<file path="src/design/hwce_arith_pkg.sv">
`default_nettype none

package hwce_arith_pkg;

  // sample stream and filter taps
  localparam int SAMPLE_WIDTH = 16;
  localparam int FILTER_SIZE  = 5;

  // five full products plus the bias shifted by up to 15
  localparam int ACC_WIDTH = 40;

  // fixed-point shift field
  localparam int QF_WIDTH = 4;

  // weight memory geometry
  localparam int WMEM_DEPTH      = 64;
  localparam int WMEM_ADDR_WIDTH = 6;

  // tap index, shared by the loader and the engine fill counter
  localparam int TAP_IDX_WIDTH = $clog2(FILTER_SIZE);
  localparam logic [TAP_IDX_WIDTH-1:0] LAST_TAP = TAP_IDX_WIDTH'(FILTER_SIZE - 1);

  // samples, taps and bias
  typedef logic signed [SAMPLE_WIDTH-1:0] sample_t;

  // accumulator
  typedef logic signed [ACC_WIDTH-1:0] acc_t;

endpackage

`default_nettype wire
</file>
<file path="src/design/hwce_weight_mem.sv">
`timescale 1ns/10ps
`default_nettype none

module hwce_weight_mem (
  input  logic                                       clk_fast_i,
  input  logic                                       wr_en_i,
  input  logic [hwce_arith_pkg::WMEM_ADDR_WIDTH-1:0] wr_addr_i,
  input  hwce_arith_pkg::sample_t                    wr_data_i,
  input  logic                                       rd_en_i,
  input  logic [hwce_arith_pkg::WMEM_ADDR_WIDTH-1:0] rd_addr_i,
  output hwce_arith_pkg::sample_t                    rd_data_o
);

  hwce_arith_pkg::sample_t mem_q [hwce_arith_pkg::WMEM_DEPTH];

  // host side write port
  always_ff @(posedge clk_fast_i) begin
    if (wr_en_i) begin
      mem_q[wr_addr_i] <= wr_data_i;
    end
  end

  // loader side, registered read
  // data holds until the next enabled read
  always_ff @(posedge clk_fast_i) begin
    if (rd_en_i) begin
      rd_data_o <= mem_q[rd_addr_i];
    end
  end

endmodule

`default_nettype wire

</file>
<file path="config.mk">
export PLATFORM = sky130hd
export DESIGN_NAME = hwce_weight_mem
export DESIGN_NICKNAME = d
export VERILOG_FILES = /design/src/design/hwce_arith_pkg.sv /design/src/design/hwce_weight_mem.sv
export SDC_FILE = /design/constraint.sdc
export NUM_CORES = 1
export LEC_CHECK = 0
export BUFFER_PORTS_ARGS = -buffer_cell sky130_fd_sc_hd__clkbuf_2
export CAP_MARGIN = 20
export CELL_PAD_IN_SITES_DETAIL_PLACEMENT = 1
export CELL_PAD_IN_SITES_GLOBAL_PLACEMENT = 2
export CORE_MARGIN = 10
export CORE_UTILIZATION = 46
export DETAILED_ROUTE_END_ITERATION = 12
export PLACE_DENSITY_LB_ADDON = 0.08
export SYNTH_ARGS = -nofsm -noshare
export SYNTH_HDL_FRONTEND = slang
export SYNTH_SLANG_ARGS = --single-unit
</file>
<file path="constraint.sdc">
create_clock -name clk_fast_i -period 2.4 [get_ports clk_fast_i]
set_input_delay 0.24 -clock clk_fast_i [delete_from_list [all_inputs] [get_ports clk_fast_i]]
set_output_delay 0.24 -clock clk_fast_i [all_outputs]
set_load 0.02 [all_outputs]
</file>
; ---- Word level (Yosys, flattened, before mapping)
; Memories as Yosys holds them, arrays and structs flattened. A register that Yosys moved wholly into a read port is not among the register bits.
; Index checks and enable logic that the tools add are counted.
[classes]
add_sub_neg = 0
n_mul = 0
div_mod_pow = 0
magnitude_cmp = 0
eq_ne = 0
n_shift = 0
mux = 2
bitwise_logic = 0
n_reduce_logical = 0
[op_table]
columns = cell, n
row1 = 1-bit 2-to-1 mux, 2
[word_totals]
reg_bits = 0
latch_bits = 0
ram_bits = 1024
romBits = 0
inputBits = 31
out_inout_bits = 16
word_cells = 3
mem_count = 1
[mem_list]
columns = name, words, word_bits, rd, rd_clocked_by_memory_dff, write_ports, line_no
row1 = mem_q, 64, 16, 1, 1, 1, hwce_weight_mem.sv:14  ; hwce_arith_pkg::sample_t mem_q [hwce_arith_pkg::WMEM_DEPTH];

; ---- Longest topological paths before layout
[depth]
depth_word = 2
depth_mapped = 10
ltp_nobuf = 5

; ---- Worst setup path after synthesis
; Ideal clock, no wire load.
[synth_timing]
kind = input to register
start = in wr_addr_i[3] (netlist bit)
end = mem mem_q[48][0] (netlist bit) (enable)
setup_time_ns = 0.409
arrival_ns = 1.866
required_time_ns = 1.991
slack_ns = 0.125
cell_stages = 4
path_buffers = 1
path_cell_list = clkbuf_1 > nor2b_1 > nand4b_1 > nor3_1
[synth_lines]
columns = item, line_no
row1 = start: declaration, hwce_weight_mem.sv:7  ; input logic [hwce_arith_pkg::WMEM_ADDR_WIDTH-1:0] wr_addr_i,
row2 = end: declaration, hwce_weight_mem.sv:14
; No word-level cell before the write port.

==> results.ini <==
[outcome]
status=complete, no violations

[power_and_ir_drop]
p_seq_share_pct=52.4
comb_power_share_pct=5.6
p_leak_nw=15.1
p_total_mw=38.5
internal-power_mw=30.3
ir_drop_mv=0.650
p_sw_mw=8.22
switching_share_pct=21.3
clockPowerShare_pct=42.0
p_per_area_nw_per_um2=822

[worst_setup_path]
ff2ff_setup_slack_ns=0.08
cp_max_fo=1
worstPathArrival_ns=2.73
worstPathCellList=mux4_2 > mux2i_1 > a22oi_1 > buf_4 > a31oi_1 > buf_4 > a311oi_1
cp_num_buf_inv=2
slowest_stage=mux4_2
cp.depth=7
worst-r2r-cell-count=7
r2r-start=mem_q[7][11]
critPathCapture=rd_data_o[11]
worst_ep_required_time_ns=2.81
slowest_delay_ns=0.47
path_delay_family=multiplexers
crit_path_end_kind=register
setup.worst_path.start=mem_q[7][11]
r2r-end=rd_data_o[11]
critPathKind=reg -> reg
cp-start-kind=register
cp_common_cell=buf_4

[sta]
max_slew.worst_pin.slew_ns=0.915
finalMaxSlewViolations=0
setup_slack_ns=0.0786
finalCriticalPeriod_ns=2.32
max_freq_mhz=431
skew_ns=0.0234
hold_viol=0
rsz0062_at_grt=false
relSlewSlack_pct=38.8
fin_crit_sh_pct=96.7
setup_viol=0

[clock_tree]
clockBufferDepth=3
cts_sinks=1040
ctsRootBufferMaster=clkbuf_16
clock_latency_ns=0.69
postCtsSetupRepairBufs=0
clk_pin_slew_worst_paths_ns=0.06
holdBufCountCts=0
cts_tree=done
post_cts_resize_count=0
cts_made_buffers=108
htree_levels=3

[floorplan]
io-pin-count=47
die-area_sq_um=99600
rows=108
die-width_um=316
die_h_um=316
core_area_sq_um=86800
start_util_pct=46.3

[drt]
drt_wl_total_um=106000
wire_per_inst_um=31.7
dr.pass1.iters=6
dr_total_vias=19621
drtIter0Drc=2108
drc_errors=0
routed_via_density=5.86
antenna_left=0

[logic_synthesis]
syn-num-nets=1860
synthFlopType=edfxtp_1
ys_ff_latch=1040
synth-seq-area-share_pct=77.7
synthArstFlopShare_pct=0
avgSynthCellArea_sq_um=22.0
netlist_top_cells_count=edfxtp_1 (1040), mux4_2 (220), mux2i_1 (85)
synth_cell_types=42
synth_top_area_cell=edfxtp_1
yosysMostFrequentCell=edfxtp_1
ys_warn_count=0
synth_top_cell_area_share_pct=77.7
netlist_area_sq_um=40200
synth_edf_count=1040
synthTopCellsByArea=edfxtp_1 (78%), mux4_2 (12%), mux2i_1 (2.1%)
syn-instance-count=1829

[grt]
grt_use_met3_pct=3.68
met1_usage_pct=29.4
grt_pass1_wl_um=152000
grt_use_total_pct=21.3
overflow=0
grt_use_met2_pct=34.5
grt_pass1_vias=20680
antenna_found_initial=7
busiest_layer=met2
grt_max_degree=65

[placed_design]
dp_slack_ns=-0.446
port_buffers=46
post-dp-hpwl_um=66400
gp_congestion=0.787

[cells_and_area]
layout-drive-gt1-share_pct=30.5
multi_input_area_sq_um=8260
area_delta_synth_final_pct=16.7
fillers=7534
final_net_count=2132
regArea_sq_um=31200

[worst_hold_path]
holdCritPathClass=in -> reg

[flow_run]
max_cap_violations=0

[cell type report]
| cell class | count | share of cell area [%] |
|---|---|---|
| multi-input combinational | 685 | 17.6 |
| sequential | 1040 | 66.6 |
| antenna | 5 | 0.0267 |
| tap | 1155 | 3.08 |
| timing repair buffer | 266 | 5.46 |
| clock inverter | 64 | 1.15 |
| clock buffer | 136 | 6.08 |
[cell usage in the layout (no fill, tap or decap), drive strengths merged, types with 27 or more instances in the layout]
| master | synthesis | layout |
|---|---|---|
| a22oi | 39 | 39 |
| buf | 77 | 222 |
| clkbuf | 27 | 179 |
| clkinv | 0 | 50 |
| edfxtp | 1040 | 1040 |
| mux2 | 27 | 27 |
| mux2i | 85 | 85 |
| mux4 | 224 | 224 |
| nand2 | 60 | 60 |
| nor2 | 74 | 74 |
| nor2b | 30 | 30 |
[metrics by stage]
stage | TNS [ns] | std cells | hold WS (ns) | utilization (%) | area [sq um]
finish | 0 | 3351 | 0.0492 | 54.1 | 46900
global placement | -2.65 | 3144 | 0.715 | 50.1 | 43500
detailed placement | -2.81 | 3144 | 0.705 | 50.1 | 43500
global route | 0 | 3346 | 0.0543 | 54.0 | 46900
CTS | 0 | 3344 | 0.0399 | 54.0 | 46900
floorplan | 0 | 1829 | 0.339 | - | 40200
[kinds of logic after synthesis]
kind of cell	after synthesis	share of synthesized area (%)
multiplexers	336	15.5
buffers and inverters	104	1.82
AO/OA/AOI/OAI	129	2.40
flip-flops	1040	77.7
AND/OR/NAND/NOR	220	2.64
[power groups by stage]
stage,Combinational (mW),Sequential [mW],Clock [mW]
5_1_grt,2.29,20.2,17.2
6_report,2.15,20.2,16.2
3_3_place_gp,2.14,20.6,0
3_5_place_dp,2.18,20.6,0
2_1_floorplan,1.04,20.6,0
4_1_cts,2.18,20.2,16.5
[flip-flops by register name (all words and copies together) (netlist names)]
| register | flops |
|---|---|
| mem_q | 1024 |
| rd_data_o | 16 |
[how the worst min path moves through the flow]
stage | from | end | slack, ns | cells past startpoint
finish | wr_data_i[8] | mem_q[41][8] | 0.05 | 2
global route | wr_data_i[8] | mem_q[40][8] | 0.05 | 2
CTS | wr_data_i[11] | mem_q[17][11] | 0.04 | 2
detailed placement | rd_data_o[1] | rd_data_o[1] | 0.70 | 1
global placement | rd_data_o[1] | rd_data_o[1] | 0.72 | 1
floorplan | wr_data_i[0] | mem_q[0][0] | 0.34 | 0
[worst register-to-register path, cell delays in order, from the launching register on]
cell and delay (ns):
edfxtp_1 0.37, mux4_2 0.47, mux2i_1 0.26, a22oi_1 0.12, buf_4 0.21, a31oi_1 0.41, buf_4 0.19, a311oi_1 0.04
[routing by layer]
metal | vias to the layer above | routed length [um]
met3 | 148 | 5650
met1 | 10697 | 45500
met5 | - | 48
met2 | 513 | 51800
met4 | 8 | 3030
li1 | 8255 | -
Note: power is estimated with default switching activity, not from simulation.
