**src/design/hwce_arith_pkg.sv**
```systemverilog
`default_nettype none

package hwce_arith_pkg;

  // sample stream and filter taps
  localparam int SAMPLE_WIDTH = 16;
  localparam int FILTER_SIZE  = 5;

  // five full products plus the bias shifted by up to 15
  localparam int ACC_WIDTH = 40;

  // fixed-point shift field
  localparam int QF_WIDTH = 4;

  // weight memory geometry
  localparam int WMEM_DEPTH      = 64;
  localparam int WMEM_ADDR_WIDTH = 6;

  // tap index, shared by the loader and the engine fill counter
  localparam int TAP_IDX_WIDTH = $clog2(FILTER_SIZE);
  localparam logic [TAP_IDX_WIDTH-1:0] LAST_TAP = TAP_IDX_WIDTH'(FILTER_SIZE - 1);

  // samples, taps and bias
  typedef logic signed [SAMPLE_WIDTH-1:0] sample_t;

  // accumulator
  typedef logic signed [ACC_WIDTH-1:0] acc_t;

endpackage

`default_nettype wire
```
**src/design/hwce_conv_engine.sv**
```systemverilog
`timescale 1ns/10ps
`default_nettype none

module hwce_conv_engine (
  input  logic                                clk_fast_i,
  input  logic                                rst_n,
  input  logic                                clear_i,
  input  hwce_arith_pkg::sample_t             taps_i [hwce_arith_pkg::FILTER_SIZE],
  input  hwce_arith_pkg::sample_t             bias_i,
  input  logic [hwce_arith_pkg::QF_WIDTH-1:0] qf_i,
  input  logic                                relu_en_i,
  input  logic                                x_valid_i,
  input  hwce_arith_pkg::sample_t             x_data_i,
  output logic                                y_valid_o,
  output hwce_arith_pkg::sample_t             y_data_o
);

  // past samples, the incoming one completes the window
  hwce_arith_pkg::sample_t                  win_q   [hwce_arith_pkg::FILTER_SIZE-1];
  hwce_arith_pkg::sample_t                  win_nxt [hwce_arith_pkg::FILTER_SIZE];
  logic [hwce_arith_pkg::TAP_IDX_WIDTH-1:0] fill_q;

  hwce_arith_pkg::acc_t                     prod_q  [hwce_arith_pkg::FILTER_SIZE];
  logic                                     s1_vld_q;

  hwce_arith_pkg::acc_t                     sum;
  hwce_arith_pkg::acc_t                     shifted;
  hwce_arith_pkg::sample_t                  sat;
  hwce_arith_pkg::sample_t                  res;

  // tap 0 sees the newest sample
  always_comb begin
    win_nxt[0] = x_data_i;
    for (int k = 1; k < hwce_arith_pkg::FILTER_SIZE; k++) begin
      win_nxt[k] = win_q[k-1];
    end
  end

  ////////////////////
  // control
  ////////////////////
  always_ff @(posedge clk_fast_i) begin
    if (!rst_n) begin
      fill_q    <= '0;
      s1_vld_q  <= 1'b0;
      y_valid_o <= 1'b0;
    end else if (clear_i) begin
      // new taps, window refills and in-flight results drop
      fill_q    <= '0;
      s1_vld_q  <= 1'b0;
      y_valid_o <= 1'b0;
    end else begin
      s1_vld_q  <= x_valid_i && (fill_q == hwce_arith_pkg::LAST_TAP);
      y_valid_o <= s1_vld_q;
      if (x_valid_i && fill_q != hwce_arith_pkg::LAST_TAP) begin
        fill_q <= fill_q + 1'b1;
      end
    end
  end

  // stage 1, window shift and products
  always_ff @(posedge clk_fast_i) begin
    if (x_valid_i) begin
      for (int k = 0; k < hwce_arith_pkg::FILTER_SIZE - 1; k++) begin
        win_q[k] <= win_nxt[k];
      end
      for (int k = 0; k < hwce_arith_pkg::FILTER_SIZE; k++) begin
        prod_q[k] <= hwce_arith_pkg::acc_t'(taps_i[k]) * hwce_arith_pkg::acc_t'(win_nxt[k]);
      end
    end
  end

  ////////////////////
  // stage 2 arithmetic
  ////////////////////
  always_comb begin
    // bias is aligned to the product scale first
    sum = hwce_arith_pkg::acc_t'(bias_i) <<< qf_i;
    for (int k = 0; k < hwce_arith_pkg::FILTER_SIZE; k++) begin
      sum = sum + prod_q[k];
    end
    shifted = sum >>> qf_i;

    // in range when all upper bits match the sign
    if (&shifted[hwce_arith_pkg::ACC_WIDTH-1:hwce_arith_pkg::SAMPLE_WIDTH-1] ||
        ~|shifted[hwce_arith_pkg::ACC_WIDTH-1:hwce_arith_pkg::SAMPLE_WIDTH-1]) begin
      sat = shifted[hwce_arith_pkg::SAMPLE_WIDTH-1:0];
    end else if (shifted[hwce_arith_pkg::ACC_WIDTH-1]) begin
      sat = {1'b1, {(hwce_arith_pkg::SAMPLE_WIDTH-1){1'b0}}};
    end else begin
      sat = {1'b0, {(hwce_arith_pkg::SAMPLE_WIDTH-1){1'b1}}};
    end

    // rectifier
    if (relu_en_i && sat[hwce_arith_pkg::SAMPLE_WIDTH-1]) begin
      res = '0;
    end else begin
      res = sat;
    end
  end

  always_ff @(posedge clk_fast_i) begin
    if (s1_vld_q) begin
      y_data_o <= res;
    end
  end

  // a full window of fresh samples is needed after a reload
  a_no_early_output : assert property (
    @(posedge clk_fast_i) disable iff (!rst_n)
    clear_i |=> !y_valid_o [*hwce_arith_pkg::FILTER_SIZE+1]
  );

endmodule

`default_nettype wire

```
**config.mk**
```make
export PLATFORM = sky130hd
export DESIGN_NAME = hwce_conv_engine
export DESIGN_NICKNAME = d
export VERILOG_FILES = /design/src/design/hwce_arith_pkg.sv /design/src/design/hwce_conv_engine.sv
export SDC_FILE = /design/constraint.sdc
export NUM_CORES = 2
export LEC_CHECK = 0
export ABC_AREA = 1
export BUFFER_PORTS_ARGS = -buffer_cell sky130_fd_sc_hd__buf_4
export CORE_ASPECT_RATIO = 0.7
export CORE_UTILIZATION = 50
export DETAILED_ROUTE_END_ITERATION = 16
export GPL_ROUTABILITY_DRIVEN = 0
export PLACE_DENSITY = 0.79
export RECOVER_POWER = 100
export SLEW_MARGIN = 20
export SYNTH_ARGS = -nofsm -noshare
export SYNTH_HDL_FRONTEND = slang
export SYNTH_SLANG_ARGS = --single-unit
```
**constraint.sdc**
```tcl
create_clock -name clk_fast_i -period 6 [get_ports clk_fast_i]
set_input_delay 0 -clock clk_fast_i [delete_from_list [all_inputs] [get_ports clk_fast_i]]
set_output_delay 0 -clock clk_fast_i [all_outputs]
set_load 0.05 [all_outputs]
```
-- After elaboration in Yosys (flattened, before gate mapping)
Memory sizes are Yosys's and may differ from the RTL's.
Index checks and enable logic that the tools add are counted.
- $add $sub $neg: 6
- multiplexer cells: 4
- bitwise logic cells: 1
- equal/unequal tests: 2
- reduce and logical (&&, ||, !) cells: 8
- multipliers: 5
- shift-type cells: 2
- operators with widths (cell ; number):
    $add A40 B40 Y40 ; 5
    $mul A16 B16 Y32 ; 5
    $sshl A16 B4 Y40 ; 1
    $sshr A40 B4 Y40 ; 1
    $mux W16 ; 2
    $reduce_and A25 Y1 ; 1
    $reduce_or A25 Y1 ; 1
    $add A3 B1 Y3 const B ; 1
    $eq A3 B3 Y1 const B ; 1
    $logic_and A1 B1 Y1 ; 3
    $ne A3 B3 Y1 const B ; 1
    $mux W1 ; 2
    $reduce_or A2 Y1 ; 1
    $logic_not A1 Y1 ; 1
    $logic_or A1 B1 Y1 ; 1
    $not A1 Y1 ; 1
- flip-flop bits (word level): 21
- memory bits (writable): 264
- memories kept: 2
- logic and storage cells: 34
- input port bits: 121
- memories (name ; depth ; bits a word ; read ports ; clocked after memory_dff ; wr ports ; RTL line ; text):
    prod_q ; 5 ; 40 ; 5 ; 0 ; 5 ; hwce_conv_engine.sv:23 ; hwce_arith_pkg::acc_t prod_q [hwce_arith_pkg::FILTER_SIZE];
    win_q ; 4 ; 16 ; 4 ; 0 ; 4 ; hwce_conv_engine.sv:19 ; hwce_arith_pkg::sample_t win_q [hwce_arith_pkg::FILTER_SIZE-1];

-- Depth between registers and ports, before layout
- depth after elaboration: 12
- mapped depth: 44
- mapped depth without buffers: 41

-- Worst setup path after synthesis
OpenSTA, ideal clock, no wires.
- path kind: register to register
- start: memory win_q[0][1] (netlist name)
- end: memory prod_q[0][79] (netlist name) (data pin)
- stages on the path, launching flop included: 27
- path slack: -0.338 ns
- setup time: 0.262 ns
- arrival time: 6.076 ns
- buffers on the path: 2
- cells stage by stage: edfxtp_1 clkbuf_1 clkbuf_1 nand2_1 fa_1 inv_1 fa_1 inv_1 fa_1 fa_1 inv_1 fa_1 inv_1 fa_1 inv_1 ha_1 nand2_1 o21ai_0 a21oi_1 o21ai_0 a21oi_1 o21bai_1 a21oi_1 o21ai_0 a21o_1 a21oi_1 xor2_1
- RTL lines (element ; RTL line):
    from (decl) ; hwce_conv_engine.sv:19
    to (decl) ; hwce_conv_engine.sv:23

==> impl_metrics.env <==
export IMPL_htreeDepth=1
export IMPL_row_count=110
export IMPL_min_from="taps_i[49]"
export IMPL_critPathArrivalTime_ps=6570
export IMPL_hold_path_class="primary input to flip-flop"
export IMPL_timing_final_ws_setup_ps=-149
export IMPL_vias=52400
export IMPL_cap_viol_max_count=1
export IMPL_hold_viol_final=0
export IMPL_drtIter0Drc=5560
export IMPL_tritoncts="built"
export IMPL_tightest_slew_ps=2290
export IMPL_status="finished, violations left"
export IMPL_grt_pass1_vias=55500
export IMPL_cp_end_kind="flip-flop"
export IMPL_critical_path_class="flip-flop to flip-flop"
export IMPL_worstSetupStartpointType="flip-flop"
export IMPL_grt_pass1_wl_mm=291
export IMPL_wl_per_cell_um=18.9
export IMPL_initial_core_util_pct=50.8
export IMPL_dp_slack_ps=-230
export IMPL_dp_final_hpwl_mm=150
export IMPL_clock_latency_ps=620
export IMPL_die_h_um=305
export IMPL_design_core_area_mm2=0.129
export IMPL_synthToLayoutAreaGrowth_pct=11.2
export IMPL_synthArstFlopShare_pct=0
export IMPL_drive_above_1_share_pct=10.6
export IMPL_drc_errors=0
export IMPL_setup_viol=5
export IMPL_clock_sink_count=245
export IMPL_synth_edff_count=240
export IMPL_yosys_cell_types_count=49
export IMPL_synth_warnings=0
export IMPL_gr_total_overflow=0
export IMPL_synthCells=7812
export IMPL_ant_nets=0
export IMPL_drt_pass1_iter_count=7
export IMPL_finalInstanceArea_mm2=0.0730
export IMPL_antenna_found_initial=2
export IMPL_via_per_inst=5.34
export IMPL_port_buffers=137
export IMPL_worstSetupStartpoint="win_q[2][1]"
export IMPL_avgSynthCellArea_um2=8.41
export IMPL_violations="max-capacitance violations, max-slew violations, negative setup slack"
export IMPL_grt_usage_pct=27.7
export IMPL_r2r_start="win_q[2][1]"
export IMPL_die_area_mm2=0.133
export IMPL_maxSlewViolCount=29
export IMPL_root_buffer="clkbuf_16"
export IMPL_drt_wl_total_mm=186
export IMPL_clockBufferDepth=3
export IMPL_layout_min_cycle_time_ps=6150
export IMPL_tns_ps=-472
export IMPL_ys_ff_latch=245
export IMPL_syn_nets=9819
export IMPL_cts_buffers=28
export IMPL_rsz0062_at_grt="yes"
export IMPL_die_w_um=435
export IMPL_finalClockSkew_ps=59.0
export IMPL_num_io_pins=138
export IMPL_clk_pin_slew_ps=70
export IMPL_synthFlopType="edfxtp_1"
export IMPL_synth_area_mm2=0.0657
export IMPL_grt_max_degree=148
export IMPL_place_area_mm2=0.0698
export IMPL_nNetsFinal=10100
export IMPL_max_slew_margin_rel_pct=-52.4
export IMPL_ys_seq_area_share_pct=11.1
export IMPL_crit_fanout=3
export IMPL_crit_required_ps=6430
export IMPL_fin_crit_sh_pct=102
export IMPL_fmax_ghz=0.163
==> cells in the mapped netlist, types with 8 or more instances <==
master	number	area, um2
a21o_1	9	67.6
ha_1	446	5580
or2_2	71	444
clkbuf_1	264	991
nand3_1	252	1260
nand2_2	14	87.6
mux2i_1	8	80.1
xor2_1	111	972
a31oi_1	25	156
inv_1	2349	8820
o211ai_1	9	67.6
buf_2	13	65.1
a21oi_1	195	976
fa_1	1440	28800
edfxtp_1	240	7210
nand4_1	12	75.1
nand3_2	15	150
buf_1	17	63.8
nor3_1	8	40.0
o21ai_0	170	851
xnor2_1	96	841
nor2_1	147	552
nand2_1	1828	6860
==> kinds of logic (layout without fill, tap and decap cells) <==
group | after synthesis | count (layout) | synth area share, %
buf+inv | 2652 | 2915 | 15.2
simple gates | 2365 | 2365 | 14.7
fa+ha+maj | 1886 | 1886 | 52.4
compound gates | 449 | 449 | 3.71
flops | 245 | 245 | 11.1
xor+xnor | 207 | 207 | 2.76
mux | 8 | 8 | 0.122
other cells | 0 | 3 | 0
==> routing by layer <==
metal / share of wire [%] / GRT usage [%] / up-vias
met3: 12 / 6.46 / 573
met2: 46 / 44.6 / 3130
li1: - / - / 22900
met5: 0.024 / 0 / -
met1: 37 / 36.8 / 25800
met4: 4.7 / 9.70 / 2
==> final timing paths <==
path / to / cells after the start / slack [ps]
min reg2reg: win_q[3][15] / 0 / 490
max reg2reg: prod_q[0][145] / 25 / -150
max: prod_q[0][145] / 25 / -150
min: prod_q[0][41] / 4 / 30
==> state kept, by name, summed over array words and instances (netlist names) <==
name	flops
y_data_o	16
win_q	64
y_valid_o	1
fill_q	3
prod_q	160
s1_vld_q	1
==> metrics by stage <==
step	cells	hold slack, ps	utilization, %
after floorplan	7812	98.9	-
after global placement	9635	242	53.9
after detailed placement	9635	241	53.9
after CTS	9756	2.30	55.3
after global routing	9813	35.1	56.5
final	9814	28.6	56.5
==> cell type report <==
cell class | instances | area, um2
clock inverter | 14 | 185
timing repair buffer | 510 | 4260
multi-input combinational | 4915 | 49500
antenna | 3 | 7.51
inverter | 2354 | 8840
tap | 1736 | 2170
fill | 10700 | 56300
clock buffer | 37 | 756
sequential | 245 | 7310
==> worst max-delay path, cell delays in order, from the launching register on <==
cell and delay, ps:
edfxtp_1 490, buf_4 180, buf_4 130, nand2_2 90, inv_1 70, fa_1 530
inv_1 70, fa_1 600, fa_1 450, fa_1 540, fa_1 530, fa_1 550
inv_2 50, ha_4 260, nand2_1 60, nor2_1 120, inv_1 100, nor2_2 160
nor2_2 60, o21ai_2 60, nand2_1 70, nand2_1 80, inv_1 50, o21a_1 190
o21ai_0 230, xor2_1 250
==> placed cells by master, fill, tap and decap left out, drive strengths merged, types with 4 or more instances in the layout <==
master and n:
inv 2354, nand2 1845, fa 1440, buf 474
ha 446, nand3 268, edfxtp 240, a21oi 196
o21ai 177, nor2 151, xor2 111, xnor2 96
or2 71, clkbuf 47, dlygate4sd3 26, a31oi 25
nand4 12, nor3 10, a21o 9, o211ai 9
mux2i 8, o21bai 7, clkinv 6, dfxtp 5
a211oi 5, o21a 4, clkinvlp 4, nand3b 4
bufinv 4, o311ai 4, a21boi 4
==> what timing repair did <==
| action | CTS | global route |
|---|---|---|
| endpoints found under the hold margin | 68 | 0 |
| setup buffers | 44 | 57 |
| setup endpoints to repair | 26 | 60 |
| pin swaps | 30 | 146 |
| resized for setup | 58 | 259 |
| hold buffers | 26 | 0 |
Power is left out: the tool's default activity adds up to more than one toggle a clock period on the data nets, which glitch-free logic cannot reach.
