--- src/design/hwce_cfg_pkg.sv ---
`default_nettype none

package hwce_cfg_pkg;

  // host configuration port
  localparam int CFG_ADDR_WIDTH = 3;
  localparam int CFG_DATA_WIDTH = 16;

  // register map, codes 6 and 7 are unused and read 0
  typedef enum logic [CFG_ADDR_WIDTH-1:0] {
    REG_TRIGGER = 3'd0,
    REG_WBASE   = 3'd1,
    REG_BIAS    = 3'd2,
    REG_QF      = 3'd3,
    REG_FLAGS   = 3'd4,
    REG_STATUS  = 3'd5
  } cfg_reg_e;

  // bit positions inside REG_FLAGS and REG_STATUS
  localparam int FLAG_RELU   = 0;
  localparam int STATUS_BUSY = 0;

  // weight loader FSM
  typedef enum logic [1:0] {
    LD_IDLE  = 2'd0,
    LD_FETCH = 2'd1,
    LD_DRAIN = 2'd2
  } loader_state_e;

endpackage

`default_nettype wire

--- src/design/hwce_arith_pkg.sv ---
`default_nettype none

package hwce_arith_pkg;

  // sample stream and filter taps
  localparam int SAMPLE_WIDTH = 16;
  localparam int FILTER_SIZE  = 5;

  // five full products plus the bias shifted by up to 15
  localparam int ACC_WIDTH = 40;

  // fixed-point shift field
  localparam int QF_WIDTH = 4;

  // weight memory geometry
  localparam int WMEM_DEPTH      = 64;
  localparam int WMEM_ADDR_WIDTH = 6;

  // tap index, shared by the loader and the engine fill counter
  localparam int TAP_IDX_WIDTH = $clog2(FILTER_SIZE);
  localparam logic [TAP_IDX_WIDTH-1:0] LAST_TAP = TAP_IDX_WIDTH'(FILTER_SIZE - 1);

  // samples, taps and bias
  typedef logic signed [SAMPLE_WIDTH-1:0] sample_t;

  // accumulator
  typedef logic signed [ACC_WIDTH-1:0] acc_t;

endpackage

`default_nettype wire
--- src/design/hwce_weight_loader.sv ---
`timescale 1ns/10ps
`default_nettype none

module hwce_weight_loader (
  input  logic                                       clk_fast_i,
  input  logic                                       rst_n,
  input  logic                                       start_i,
  input  logic [hwce_arith_pkg::WMEM_ADDR_WIDTH-1:0] base_addr_i,
  output logic                                       mem_rd_en_o,
  output logic [hwce_arith_pkg::WMEM_ADDR_WIDTH-1:0] mem_rd_addr_o,
  input  hwce_arith_pkg::sample_t                    mem_rd_data_i,
  output hwce_arith_pkg::sample_t                    taps_o [hwce_arith_pkg::FILTER_SIZE],
  output logic                                       done_o
);

  hwce_cfg_pkg::loader_state_e                     state_q;
  logic [hwce_arith_pkg::TAP_IDX_WIDTH-1:0]        cnt_q;
  logic                                            rd_vld_q;
  logic [hwce_arith_pkg::TAP_IDX_WIDTH-1:0]        rd_idx_q;

  // one read per cycle while fetching
  assign mem_rd_en_o = (state_q == hwce_cfg_pkg::LD_FETCH);

  always_ff @(posedge clk_fast_i) begin
    if (!rst_n) begin
      state_q       <= hwce_cfg_pkg::LD_IDLE;
      cnt_q         <= '0;
      mem_rd_addr_o <= '0;
      rd_vld_q      <= 1'b0;
      rd_idx_q      <= '0;
      done_o        <= 1'b0;
    end else begin
      // remember which tap the data in flight belongs to
      rd_vld_q <= mem_rd_en_o;
      rd_idx_q <= cnt_q;
      done_o   <= 1'b0;
      case (state_q)
        hwce_cfg_pkg::LD_IDLE: begin
          if (start_i) begin
            state_q       <= hwce_cfg_pkg::LD_FETCH;
            cnt_q         <= '0;
            mem_rd_addr_o <= base_addr_i;
          end
        end
        hwce_cfg_pkg::LD_FETCH: begin
          // address wraps around the memory
          mem_rd_addr_o <= mem_rd_addr_o + 1'b1;
          cnt_q         <= cnt_q + 1'b1;
          if (cnt_q == hwce_arith_pkg::LAST_TAP) begin
            state_q <= hwce_cfg_pkg::LD_DRAIN;
          end
        end
        hwce_cfg_pkg::LD_DRAIN: begin
          // last word lands this cycle
          state_q <= hwce_cfg_pkg::LD_IDLE;
          done_o  <= 1'b1;
        end
        default: state_q <= hwce_cfg_pkg::LD_IDLE;
      endcase
    end
  end

  // tap capture, one cycle behind each read
  always_ff @(posedge clk_fast_i) begin
    if (rd_vld_q) begin
      taps_o[rd_idx_q] <= mem_rd_data_i;
    end
  end

  a_start_idle : assert property (
    @(posedge clk_fast_i) disable iff (!rst_n)
    start_i |-> state_q == hwce_cfg_pkg::LD_IDLE
  );

endmodule

`default_nettype wire

--- config.mk ---
export PLATFORM = sky130hd
export DESIGN_NAME = hwce_weight_loader
export DESIGN_NICKNAME = d
export VERILOG_FILES = /design/src/design/hwce_cfg_pkg.sv /design/src/design/hwce_arith_pkg.sv /design/src/design/hwce_weight_loader.sv
export SDC_FILE = /design/constraint.sdc
export NUM_CORES = 1
export LEC_CHECK = 0
export BUFFER_PORTS_ARGS = -buffer_cell sky130_fd_sc_hd__clkbuf_2
export CAP_MARGIN = 20
export CORE_MARGIN = 5
export CORE_UTILIZATION = 40
export CTS_CLUSTER_SIZE = 8
export DETAILED_ROUTE_END_ITERATION = 8
export MAX_ROUTING_LAYER = met4
export PLACE_DENSITY_LB_ADDON = 0.12
export SYNTH_ARGS = -nofsm -noshare
export SYNTH_HDL_FRONTEND = slang
export SYNTH_SLANG_ARGS = --single-unit
--- constraint.sdc ---
create_clock -name clk_fast_i -period 3 [get_ports clk_fast_i]
set_input_delay 0 -clock clk_fast_i [delete_from_list [all_inputs] [get_ports clk_fast_i]]
set_output_delay 0 -clock clk_fast_i [all_outputs]
set_load 0.02 [all_outputs]
; Word level (Yosys, flattened, before mapping)
; Cells that the tools add are included.
[word_totals]
in_bits = 25
ff_bits = 96
[op_classes]
n_eq_ne = 5
n_reduce_logical = 5
bitwise = 1
n_addsub = 2
n_lt_le_gt_ge = 2
n_mux = 11
[ops]
columns = cell, n
row1 = 80-bit bitwise mux, 1
row2 = 16-bit demux with 3-bit select, 1
row3 = 16-bit two-way mux, 1
row4 = 6-bit one-hot mux with 2 select lines, 1
row5 = "6-bit by 1-bit adder with 6-bit output, second input constant", 1
row6 = 6-bit two-way mux, 1
row7 = 3-bit one-hot mux with 2 select lines, 1
row8 = "4-bit greater-or-equal comparator, second input constant", 1
row9 = "4-bit by 1-bit < comparator with 1-bit output, second input constant", 1
row10 = 2-bit two-way mux, 2
row11 = 3-bit NOT with 4-bit output, 1
row12 = 2-bit one-hot mux with 2 select lines, 1
row13 = 2-bit AND reduction, 2
row14 = "3-bit by 1-bit adder with 3-bit output, second input constant", 1
row15 = "3-bit equality test, second input constant", 1
row16 = 3-bit two-way mux, 1
row17 = "2-bit by 1-bit equality test with 1-bit output, second input constant", 1
row18 = "2-bit equality test, second input constant", 1
row19 = 2-bit zero test, 1
row20 = "2-bit by 1-bit != test with 1-bit output, second input constant", 1
row21 = "2-bit != test, second input constant", 1
row22 = 2-bit nonzero test, 1
row23 = 1-bit logical AND, 1
row24 = 1-bit two-way mux, 1

; Logic depth before layout (Yosys ltp)
; Gate-level depths: netlist of run 1.
[depth]
ltp_word = 6
ltp_mapped = 4
mapped_depth_nobuf = 4

; Worst setup path after synthesis of run 1
; No wires, ideal clock.
[synth_path]
path_type = flip-flop to flip-flop
startpoint = register rd_idx_q[1] (netlist name)
endpoint = register taps_o[0] (netlist name), enable pin
required_time_ps = 2587
period_less_slack_ps = 2112
path_buffers = 0
arrival_time_ps = 1699
setup_slack_ps = 888
path_stages_with_launch = 3
path_cell_list = dfxtp_1 -> nand2b_1 -> nor3b_1
[synth_rtl]
columns = item, line_no
row1 = "end signal, assigned by index", hwce_weight_loader.sv:66  ; taps_o[rd_idx_q] <= mem_rd_data_i;
row2 = "end, declared", hwce_weight_loader.sv:12  ; output hwce_arith_pkg::sample_t taps_o [hwce_arith_pkg::FILTER_SIZE],

; Final worst setup path of run 1
[layout_path]
startpoint = register state_q[0]
endpoint = register mem_rd_addr_o[5] (netlist name)
[layout_via]
elab_chain_cells = 3
elab_cells_between_ends = 6
cone_classes = eq/ne (2) / mux (1) / reduce/logical (3)
[layout_rtl]
columns = item, line_no
row1 = "start, declared", hwce_weight_loader.sv:16  ; hwce_cfg_pkg::loader_state_e state_q;
row2 = "start signal, assigned", hwce_weight_loader.sv:26  ; state_q <= hwce_cfg_pkg::LD_IDLE;
row3 = "start signal, assigned", hwce_weight_loader.sv:40  ; state_q <= hwce_cfg_pkg::LD_FETCH;
row4 = "start signal, assigned", hwce_weight_loader.sv:50  ; state_q <= hwce_cfg_pkg::LD_DRAIN;
row5 = 2-bit by 1-bit equality test with 1-bit output / 2-bit zero test (equally long branches), hwce_weight_loader.sv:37  ; case (state_q)
row6 = 2-bit nonzero test (no source line) / 2-bit != test (equally long branches), -
row7 = 2-bit AND reduction (no source line), -
row8 = "end signal, assigned", hwce_weight_loader.sv:42  ; mem_rd_addr_o <= base_addr_i;
row9 = "end signal, assigned", hwce_weight_loader.sv:47  ; mem_rd_addr_o <= mem_rd_addr_o + 1'b1;
row10 = "end, declared", hwce_weight_loader.sv:10  ; output logic [hwce_arith_pkg::WMEM_ADDR_WIDTH-1:0] mem_rd_addr_o,
; Parallel ways exist; a longest one is shown, timed or not.
; A chain may end at the register's enable or synchronous reset.

==> reports/qor.txt, run 1 <==
status = complete, no violations
required time worst endpoint = 3.24 ns
top_reg_cell synth = edfxtp_1
Top Layer Used = met4
initial antenna violation count = 0
maximum vdd drop = 0.000199 V
Layout fillers = 639
flops & latches, synth = 96
Area growth syn-to-layout = 36.0%
final hold viol count = 0
Final min period = 2.10 ns
final setup vio count = 0
first drt pass iteration count = 4
Clock Latency Late Sink = 0.36 ns
Ys Warns = 0
final critical-path share of the clock period = 0.700
DR DRC count = 0
EDFF count, synth = 80
CTS Buf Count = 9
nets = 343
RSZ-0062 raised after global routing = false
Syn Std Cell Area = 0.00316 sq mm
startpoint class of the critical path = flip-flop
post-synth top area share = 0.760
syn_nets = 194
most common cell after layout, fill and taps aside = clkbuf_2
DR WL met3 = 413 microns
Critical Path Fanout Max = 16
cells after synthesis = 166
antenna cells = 0
mean post-synth cell area = 19.0 sq um
Post-Synth XOR/XNOR Area = 0
PD cells = 553 mW/mm^2
Post-Route Setup TNS = 0 ns
CTS max path bufs = 2
vias in the first global route = 1857
mux contribution to synthesized area = 0.00317
first-pass GRT wire length = 10200 microns
Initial Utilization = 0.409
main combinational cell family by area after synthesis = simple AND/OR/NAND/NOR gates
Placeable Area = 0.00773 sq mm
Die Y = 98.9 microns
WHS = 0.0462 ns
H-tree Lvls = 3
Worst slew margin = 0.588
Lkg Pwr = 0.00171 uW
Max Fclk = 0.476 GHz
Clock Pin Slew Worst Setup and Hold Paths = 0.09 ns
antenna viol nets, final = 0
layout cells sized above 1 = 0.441
Adder-Cell Fraction of Synth Area = 0.0119
worst setup margin = 0.900 ns
async set-or-reset flop fraction in the synthesized netlist = 0
I/O pins = 113
met2 wire length = 3370 microns
WL met1 = 2840 microns
Rows = 32
Worst setup EP type = flip-flop
Crit Path Category = flip-flop to flip-flop
maxcap violations = 0
grt total ovfl = 0
Buffers on Ports = 112
commonest cells after routing, fill and taps aside = 112 x clkbuf_2, 80 x edfxtp_1, 21 x dlygate4sd3_1
total track usage = 0.143
hpwl dp = 4710 microns
Seq/Total Area, Yosys = 0.861
Worst Tran Pin Value = 0.617 ns
1st-iter DRT viols = 54
Place WS = 1.50 ns
Arr. time, crit path = 2.34 ns
final setup skew = 0.0159 ns
Final Max Slew Viols = 0
number of distinct library cells after synthesis = 35
WL per Instance = 15.9 microns
drt total wl = 6720 microns
DIE WIDTH = 98.9 microns
Sink Count = 96
post-synthesis simple-gate area fraction = 0.0613
post-synthesis compound-gate area fraction = 0.0510
GPL Wtd Cong = 0.754
hold crit path type = input pin to flip-flop
pin count of the biggest net entering global routing = 18
clock root cell = clkbuf_8
CTS resizes = 0
Die ar. = 0.00978 sq mm
Seq. cell area = 0.00272 sq mm
Vias per Instance = 4.52
Yosys top cell by area = edfxtp_1
DR vias = 1909
CTS tree = done
multi-input logic area = 418 sq um
Synth area leaders = edfxtp_1 76%, dfxtp_1 10%, ha_1 1.2%, nand2b_1 1.2%, nor2_1 1.2%
==> state kept, by name (all words and copies together) (netlist names) <==
name	flops
mem_rd_addr_o	6
done_o	1
state_q	2
cnt_q	3
rd_vld_q	1
rd_idx_q	3
taps_o	80
==> cells in the mapped netlist (2+ instances only) <==
cell / number
ha_1: 3
a211oi_1: 2
nor2_1: 10
nor3b_1: 3
a21oi_1: 5
nand4_1: 2
nor3_1: 2
inv_1: 6
buf_2: 2
nand2_1: 5
nand2b_1: 6
edfxtp_1: 80
o21ba_2: 2
or3b_1: 2
dfxtp_1: 16
==> critical path, cell delays in order (launching register included) <==
cell and delay (ns):
dfxtp_1 0.61, nand4_1 0.19, o311a_1 0.36, o31a_1 0.27, dlygate4sd3_1 0.55
==> cells by family after synthesis <==
logic type	count (synthesis)
flip-flops	96
AND/OR/NAND/NOR	36
AO/OA/AOI/OAI	21
buffers and inverters	9
adder cells (fa/ha/maj)	3
multiplexers	1
==> power by group <==
part	internal, uW	leakage (uW)	total [uW]	switching, uW
sequential	1470	0.000854	1480	18.8
combinational	62.8	0.000767	143	80.4
clock	307	0.0000839	748	441
total	1840	0.00171	2380	540
==> path summary, 6_finish.rpt <==
path | start | endpoint | slack [ns] | cells past startpoint
max | state_q[0] | mem_rd_addr_o[5] | 0.90 | 4
min | base_addr_i[4] | mem_rd_addr_o[4] | 0.05 | 3
max reg2reg | state_q[0] | mem_rd_addr_o[5] | 0.90 | 4
min reg2reg | cnt_q[1] | rd_idx_q[1] | 0.49 | 2
==> area by class of cell <==
class / count / share of cell area
multi-input combinational: 61 / 0.0972
tap: 102 / 0.0297
timing repair buffer: 141 / 0.193
inverter: 6 / 0.00524
clock buffer: 9 / 0.0288
sequential: 96 / 0.633
clock inverter: 7 / 0.0125
==> routing by layer <==
layer,up-vias,GRT usage
met5,-,-
met4,0,0.0620
met3,8,0.0432
met2,59,0.223
met1,909,0.174
li1,933,-
==> timing repair <==
item,4_1_cts,5_1_grt
hold endpoints to repair,86,0
hold buffers,21,0
setup buffers,0,0
==> metrics by stage <==
| stage | total power (uW) | std cells | area [sq um] | utilization |
|---|---|---|---|---|
| 6_report | 2380 | 422 | 4300 | 0.556 |
| 5_1_grt | 2480 | 422 | 4300 | 0.556 |
| 4_1_cts | 2400 | 422 | 4300 | 0.556 |
| 3_5_place_dp | 1640 | 385 | 3910 | 0.506 |
| 3_3_place_gp | 1640 | 385 | 3910 | 0.506 |
| 2_1_floorplan | 1580 | 166 | 3160 | - |
Note: power is estimated with default switching activity, not from simulation.
==> inputs of run 2 (changes only) <==
==> constraint.sdc (replaced) <==
create_clock -name clk_fast_i -period 2 [get_ports clk_fast_i]
set_input_delay 0 -clock clk_fast_i [delete_from_list [all_inputs] [get_ports clk_fast_i]]
set_output_delay 0 -clock clk_fast_i [all_outputs]
set_load 0.02 [all_outputs]
==> run 2 against run 1 <==
Against the previous run: critical path depth fell by 1; register-to-register slack worse by 0.41 ns; worst hold slack worse by 0.0049 ns; non-clock buffer count down 1; count of clock-buffer cells in the layout unchanged; sequential power grew 51%; global-route usage fell by 1.2 points; via count down 0.89%; critical path type is now flip-flop to primary output; critical endpoint is now mem_rd_en_o; largest cell class unchanged; largest power group unchanged.
==> reports/qor.txt, run 2 (synthesized netlist as in run 1, its figures left out) <==
status = complete, no violations
DR DRC count = 0
met3 GRT Util = 0.0382
Final Max Slew Viols = 0
DIE WIDTH = 98.9 microns
CTS max path bufs = 2
Layout fillers = 632
Overall Power = 3770 uW
I/O pins = 113
CTS Buf Count = 9
nets = 342
clock network power share = 0.352
hpwl dp = 4340 microns
switching share of power = 0.204
M1 GR Usage = 0.164
reg2reg start = state_q[0]
CTS tree = done
commonest cells after routing, fill and taps aside = 112 x clkbuf_2, 80 x edfxtp_1, 21 x dlygate4sd3_1
antenna cells = 0
H-tree Lvls = 3
most common cell after layout, fill and taps aside = clkbuf_2
Crit Path Category = flip-flop to primary output
hold crit path type = input pin to flip-flop
GR peak layer = met2
Switching Power = 767 uW
GR Util met2 = 0.204
GPL Wtd Cong = 0.784
Worst Tran Pin Value = 0.583 ns
Die ar. = 0.00978 sq mm
maximum vdd drop = 0.000382 V
hold buffer count at cts = 21
CTS resizes = 0
Worst setup EP type = primary output
Rows = 32
combinational share of power = 0.057
FF-to-FF setup slack = 0.49 ns
maxcap violations = 0
DR vias = 1892
Hold Startpoint = start_i
Worst slew margin = 0.611
total track usage = 0.132
required time worst endpoint = 2.00 ns
Post-CTS Setup Inserts = 0
max reg flops = 80
Clock Latency Late Sink = 0.35 ns
Clock Pin Slew Worst Setup and Hold Paths = 0.09 ns
first drt pass iteration count = 6
grt total ovfl = 0
Max Fclk = 0.647 GHz
first-pass GRT wire length = 9430 microns
Lkg Pwr = 0.00173 uW
final critical-path share of the clock period = 0.773
clock root cell = clkbuf_8
Sink Count = 96
final setup skew = 0.0105 ns
Largest Register = taps_o
Critical Path Fanout Max = 16
final setup vio count = 0
drt total wl = 6180 microns
layout cells sized above 1 = 0.445
Final min period = 1.55 ns
Initial Utilization = 0.409
vias in the first global route = 1819
antenna viol nets, final = 0
pin count of the biggest net entering global routing = 17
final hold viol count = 0
largest registers = taps_o (80), mem_rd_addr_o (6)
Buffers on Ports = 112
1st-iter DRT viols = 45
Placeable Area = 0.00773 sq mm
Area growth syn-to-layout = 37.8%
multi-input logic area = 429 sq um
startpoint class of the critical path = flip-flop
Worst Setup SP = state_q[0]
Die Y = 98.9 microns
WL per Instance = 14.7 microns
register share of total power = 0.591
Seq. cell area = 0.00272 sq mm
PD cells = 865 mW/mm^2
internal power = 3000 uW
Vias per Instance = 4.49
initial antenna violation count = 0
RSZ-0062 raised after global routing = false
Post-Route Setup TNS = 0 ns
Arr. time, crit path = 1.55 ns
run 2: cell types whose count changed in the layout (fill, tap and decap cells not counted):
| cell | before | now |
|---|---|---|
| buf_12 | 0 | 1 |
| buf_4 | 8 | 6 |
| bufinv_16 | 0 | 2 |
| clkinv_2 | 0 | 1 |
| clkinvlp_4 | 2 | 0 |
| inv_6 | 2 | 1 |
| nor2_1 | 10 | 8 |
| nor2_2 | 0 | 2 |
| nor3b_2 | 1 | 0 |
| nor3b_4 | 0 | 1 |
run 2: metal layers:
layer | vias to the layer above | routed length [microns]
met4 | 0 | 107
met5 | - | 0
met1 | 873 | 2730
li1 | 929 | -
met3 | 10 | 467
met2 | 80 | 2870
run 2: path summary, 6_finish.rpt:
path / endpoint / cells after the start
max: mem_rd_en_o / 3
min: mem_rd_addr_o[1] / 3
max reg2reg: mem_rd_addr_o[5] / 3
min reg2reg: rd_idx_q[1] / 2
run 2: metrics by stage:
step / hold WS, ns / std cells / area [sq um] / worst slack [ns] / utilization
2_1_floorplan: 0.0989 / 166 / 3170 / -0.0112 / -
3_3_place_gp: 0.236 / 384 / 3930 / 0.503 / 0.508
3_5_place_dp: 0.236 / 384 / 3930 / 0.496 / 0.508
4_1_cts: 0.0236 / 421 / 4360 / 0.421 / 0.564
5_1_grt: 0.0482 / 421 / 4360 / 0.313 / 0.564
6_report: 0.0414 / 421 / 4360 / 0.454 / 0.564
run 2: final cells by class:
type / count / share of cell area
clock inverters: 7 / 0.0218
well taps: 102 / 0.0293
multi-input cells: 61 / 0.0985
repair buffers: 140 / 0.192
inverters: 6 / 0.00517
flip-flops and latches: 96 / 0.625
clock buffers: 9 / 0.0284
run 2: worst max-delay path: stages, from the launching register on:
cell and delay, ns:
dfxtp_1 0.61, nand2b_1 0.19, inv_1 0.20, clkbuf_2 0.20
run 2: power by group through the flow:
| stage | clock network [uW] | registers, uW | logic, uW |
|---|---|---|---|
| 3_3_place_gp | 0 | 2270 | 186 |
| 5_1_grt | 1470 | 2230 | 235 |
| 4_1_cts | 1370 | 2230 | 219 |
| 3_5_place_dp | 0 | 2270 | 186 |
| 6_report | 1330 | 2230 | 215 |
| 2_1_floorplan | 0 | 2300 | 66.4 |
==> inputs of run 3 (changes only) <==
--- a/config.mk
+++ b/config.mk
@@ -5,6 +5,7 @@
 export SDC_FILE = /design/constraint.sdc
 export NUM_CORES = 1
 export LEC_CHECK = 0
+export ABC_AREA = 1
 export BUFFER_PORTS_ARGS = -buffer_cell sky130_fd_sc_hd__clkbuf_2
 export CAP_MARGIN = 20
 export CORE_MARGIN = 5
==> constraint.sdc (replaced) <==
create_clock -name clk_fast_i -period 1.5 [get_ports clk_fast_i]
set_input_delay 0 -clock clk_fast_i [delete_from_list [all_inputs] [get_ports clk_fast_i]]
set_output_delay 0 -clock clk_fast_i [all_outputs]
set_load 0.02 [all_outputs]
==> run 3 against run 2 <==
Against the previous run: core utilization is the same; sequential share of layout area unchanged; power up 29%; via count up 5.0%; setup slack worse by 0.28 ns; clock skew is 0.0049 ns higher; critical path type is now flip-flop to flip-flop; critical endpoint is now taps_o[56]; largest cell class unchanged.
==> reports/qor.txt, run 3 <==
clock network power share = 0.307
first-pass GRT wire length = 10600 microns
top_reg_cell synth = edfxtp_1
top-count cell post-synth = edfxtp_1
Placeable Area = 0.00773 sq mm
commonest cells after routing, fill and taps aside = 112 x clkbuf_2, 80 x edfxtp_1, 24 x nand2_1
Clock Latency Late Sink = 0.35 ns
register share of total power = 0.615
GPL Wtd Cong = 0.787
critical path cell sequence = or2_2, nor3_2, buf_12
Crit path max-delay family = simple AND/OR/NAND/NOR gates
final critical-path share of the clock period = 0.884
Crit Path Category = flip-flop to flip-flop
total track usage = 0.147
Critical Path Fanout Max = 16
hpwl dp = 4970 microns
final hold viol count = 0
Switching Power = 1150 uW
required time worst endpoint = 1.56 ns
cell area after layout = 0.00436 sq mm
vias in the first global route = 1979
Largest Register = taps_o
Area growth syn-to-layout = 37.1%
max reg flops = 80
Vias per Instance = 4.47
antenna viol nets, final = 0
Worst Hold Depth = 4
Final min period = 1.33 ns
maximum vdd drop = 0.000554 V
nets = 366
Hold Startpoint = base_addr_i[0]
DR vias = 1987
first drt pass iteration count = 4
CTS tree = done
clock root cell = clkbuf_8
mean post-synth cell area = 17.1 sq um
flops & latches, synth = 96
syn_nets = 214
Worst slew margin = 0.827
Ys Warns = 0
WL per Instance = 15.5 microns
PD cells = 1120 mW/mm^2
final setup vio count = 0
Syn Std Cell Area = 0.00318 sq mm
pin count of the biggest net entering global routing = 18
async set-or-reset flop fraction in the synthesized netlist = 0
Worst Setup SP = rd_idx_q[1]
Clock Pin Slew Worst Setup and Hold Paths = 0.09 ns
RSZ-0062 raised after global routing = false
Post-synth top cells = 80 x edfxtp_1, 24 x nand2_1, 16 x dfxtp_1, 14 x nor2_1, 12 x inv_1
grt total ovfl = 0
initial antenna violation count = 0
Arr. time, crit path = 1.38 ns
Seq/Total Area, Yosys = 0.857
final setup skew = 0.0154 ns
WHS = 0.0255 ns
Crit path largest cell delay = 0.34 ns
fin util = 0.564
startpoint class of the critical path = flip-flop
Synth area leaders = edfxtp_1 76%, dfxtp_1 10%, nand2_1 2.8%, nor2_1 1.7%, inv_1 1.4%
Rows = 32
DR DRC count = 0
Die Y = 99.1 microns
placed cell area = 0.00397 sq mm
cells after synthesis = 186
maxcap violations = 0
largest registers = taps_o (80), mem_rd_addr_o (6)
Max Fclk = 0.754 GHz
Final Max Slew Viols = 0
internal power = 3720 uW
status = complete, no violations
CTS resizes = 0
hold crit path type = input pin to flip-flop
DIE WIDTH = 99.1 microns
Worst R2R Path Depth = 3
CTS max path bufs = 2
H-tree Lvls = 3
Yosys top cell by area = edfxtp_1
switching share of power = 0.237
Lkg Pwr = 0.00178 uW
Sink Count = 96
Buffers on Ports = 112
antenna cells = 0
drt total wl = 6910 microns
1st-iter DRT viols = 79
worst path bufs/invs = 1
Overall Power = 4870 uW
stages on the worst setup path = 3
combinational share of power = 0.078
most common cell after layout, fill and taps aside = clkbuf_2
number of distinct library cells after synthesis = 23
post-synth top area share = 0.756
layout cells sized above 1 = 0.437
Worst setup EP type = flip-flop
EDFF count, synth = 80
I/O pins = 113
Die ar. = 0.00983 sq mm
CTS Buf Count = 9
slowest stage cell, crit path = dfxtp_1
Worst Tran Pin Value = 0.259 ns
Initial Utilization = 0.411
reg2reg start = rd_idx_q[1]
[run 3: cell types whose count changed in the layout (fill, tap and decap cells not counted), moves of 3 or more]
cell / delta
nand2_4: +3
nand2_1: +19
inv_1: +6
nand3_1: +4
nand2b_1: -6
inv_6: +3
nor2_1: +4
o21ai_1: +3
[run 3: repair_timing]
item,4_1_cts,5_1_grt
hold buffers,21,0
hold endpoints to repair,88,0
buffers inserted,0,0
[run 3: cells by family (layout without fill, tap and decap cells)]
group	after synthesis	in the layout	synth area share
compound gates	18	18	0.0350
flops	96	96	0.857
buf+inv	16	173	0.0205
simple gates	52	52	0.0732
fa+ha+maj	3	3	0.0118
xor+xnor	1	1	0.00276
[run 3: worst min-delay path, delay by kind of cell]
kind	cells	cell delay [ns]
compound gates	3	0.27
buf+inv	1	0.07
[run 3: per-layer routing]
layer | routed length, microns | GRT usage | up-vias | part of all wire
met3 | 460 | 0.0379 | 16 | 0.067
met5 | 0 | - | - | 0
li1 | - | - | 973 | -
met4 | 195 | 0.0704 | 0 | 0.028
met1 | 2840 | 0.175 | 932 | 0.41
met2 | 3420 | 0.234 | 66 | 0.49
[run 3: final cells by class]
type | count | area, sq um
fill | 671 | 3370
sequential | 96 | 2720
timing repair buffer | 141 | 856
multi-input combinational | 74 | 410
tap | 102 | 128
clock buffer | 9 | 124
inverter | 16 | 65.1
clock inverter | 7 | 51.3
[run 3: worst paths after layout]
path                           end  slack (ns)
setup / recovery        taps_o[56]        0.17
hold / removal    mem_rd_addr_o[0]        0.03
setup reg to reg        taps_o[56]        0.17
hold reg to reg        rd_idx_q[0]        0.47
[run 3: stage by stage]
step,setup TNS [ns],setup slack (ns),cells
2_1_floorplan,-3.62,-0.174,186
3_3_place_gp,0,0.202,408
3_5_place_dp,0,0.170,408
4_1_cts,0,0.161,445
5_1_grt,0,0.113,445
6_report,0,0.173,445
[run 3: power groups by stage]
stage,clock (uW),combinational [uW],sequential (uW)
global route,1660,421,3000
detailed placement,0,343,3060
CTS,1550,387,3000
finish,1490,382,3000
floorplan,0,138,3110
global placement,0,337,3060
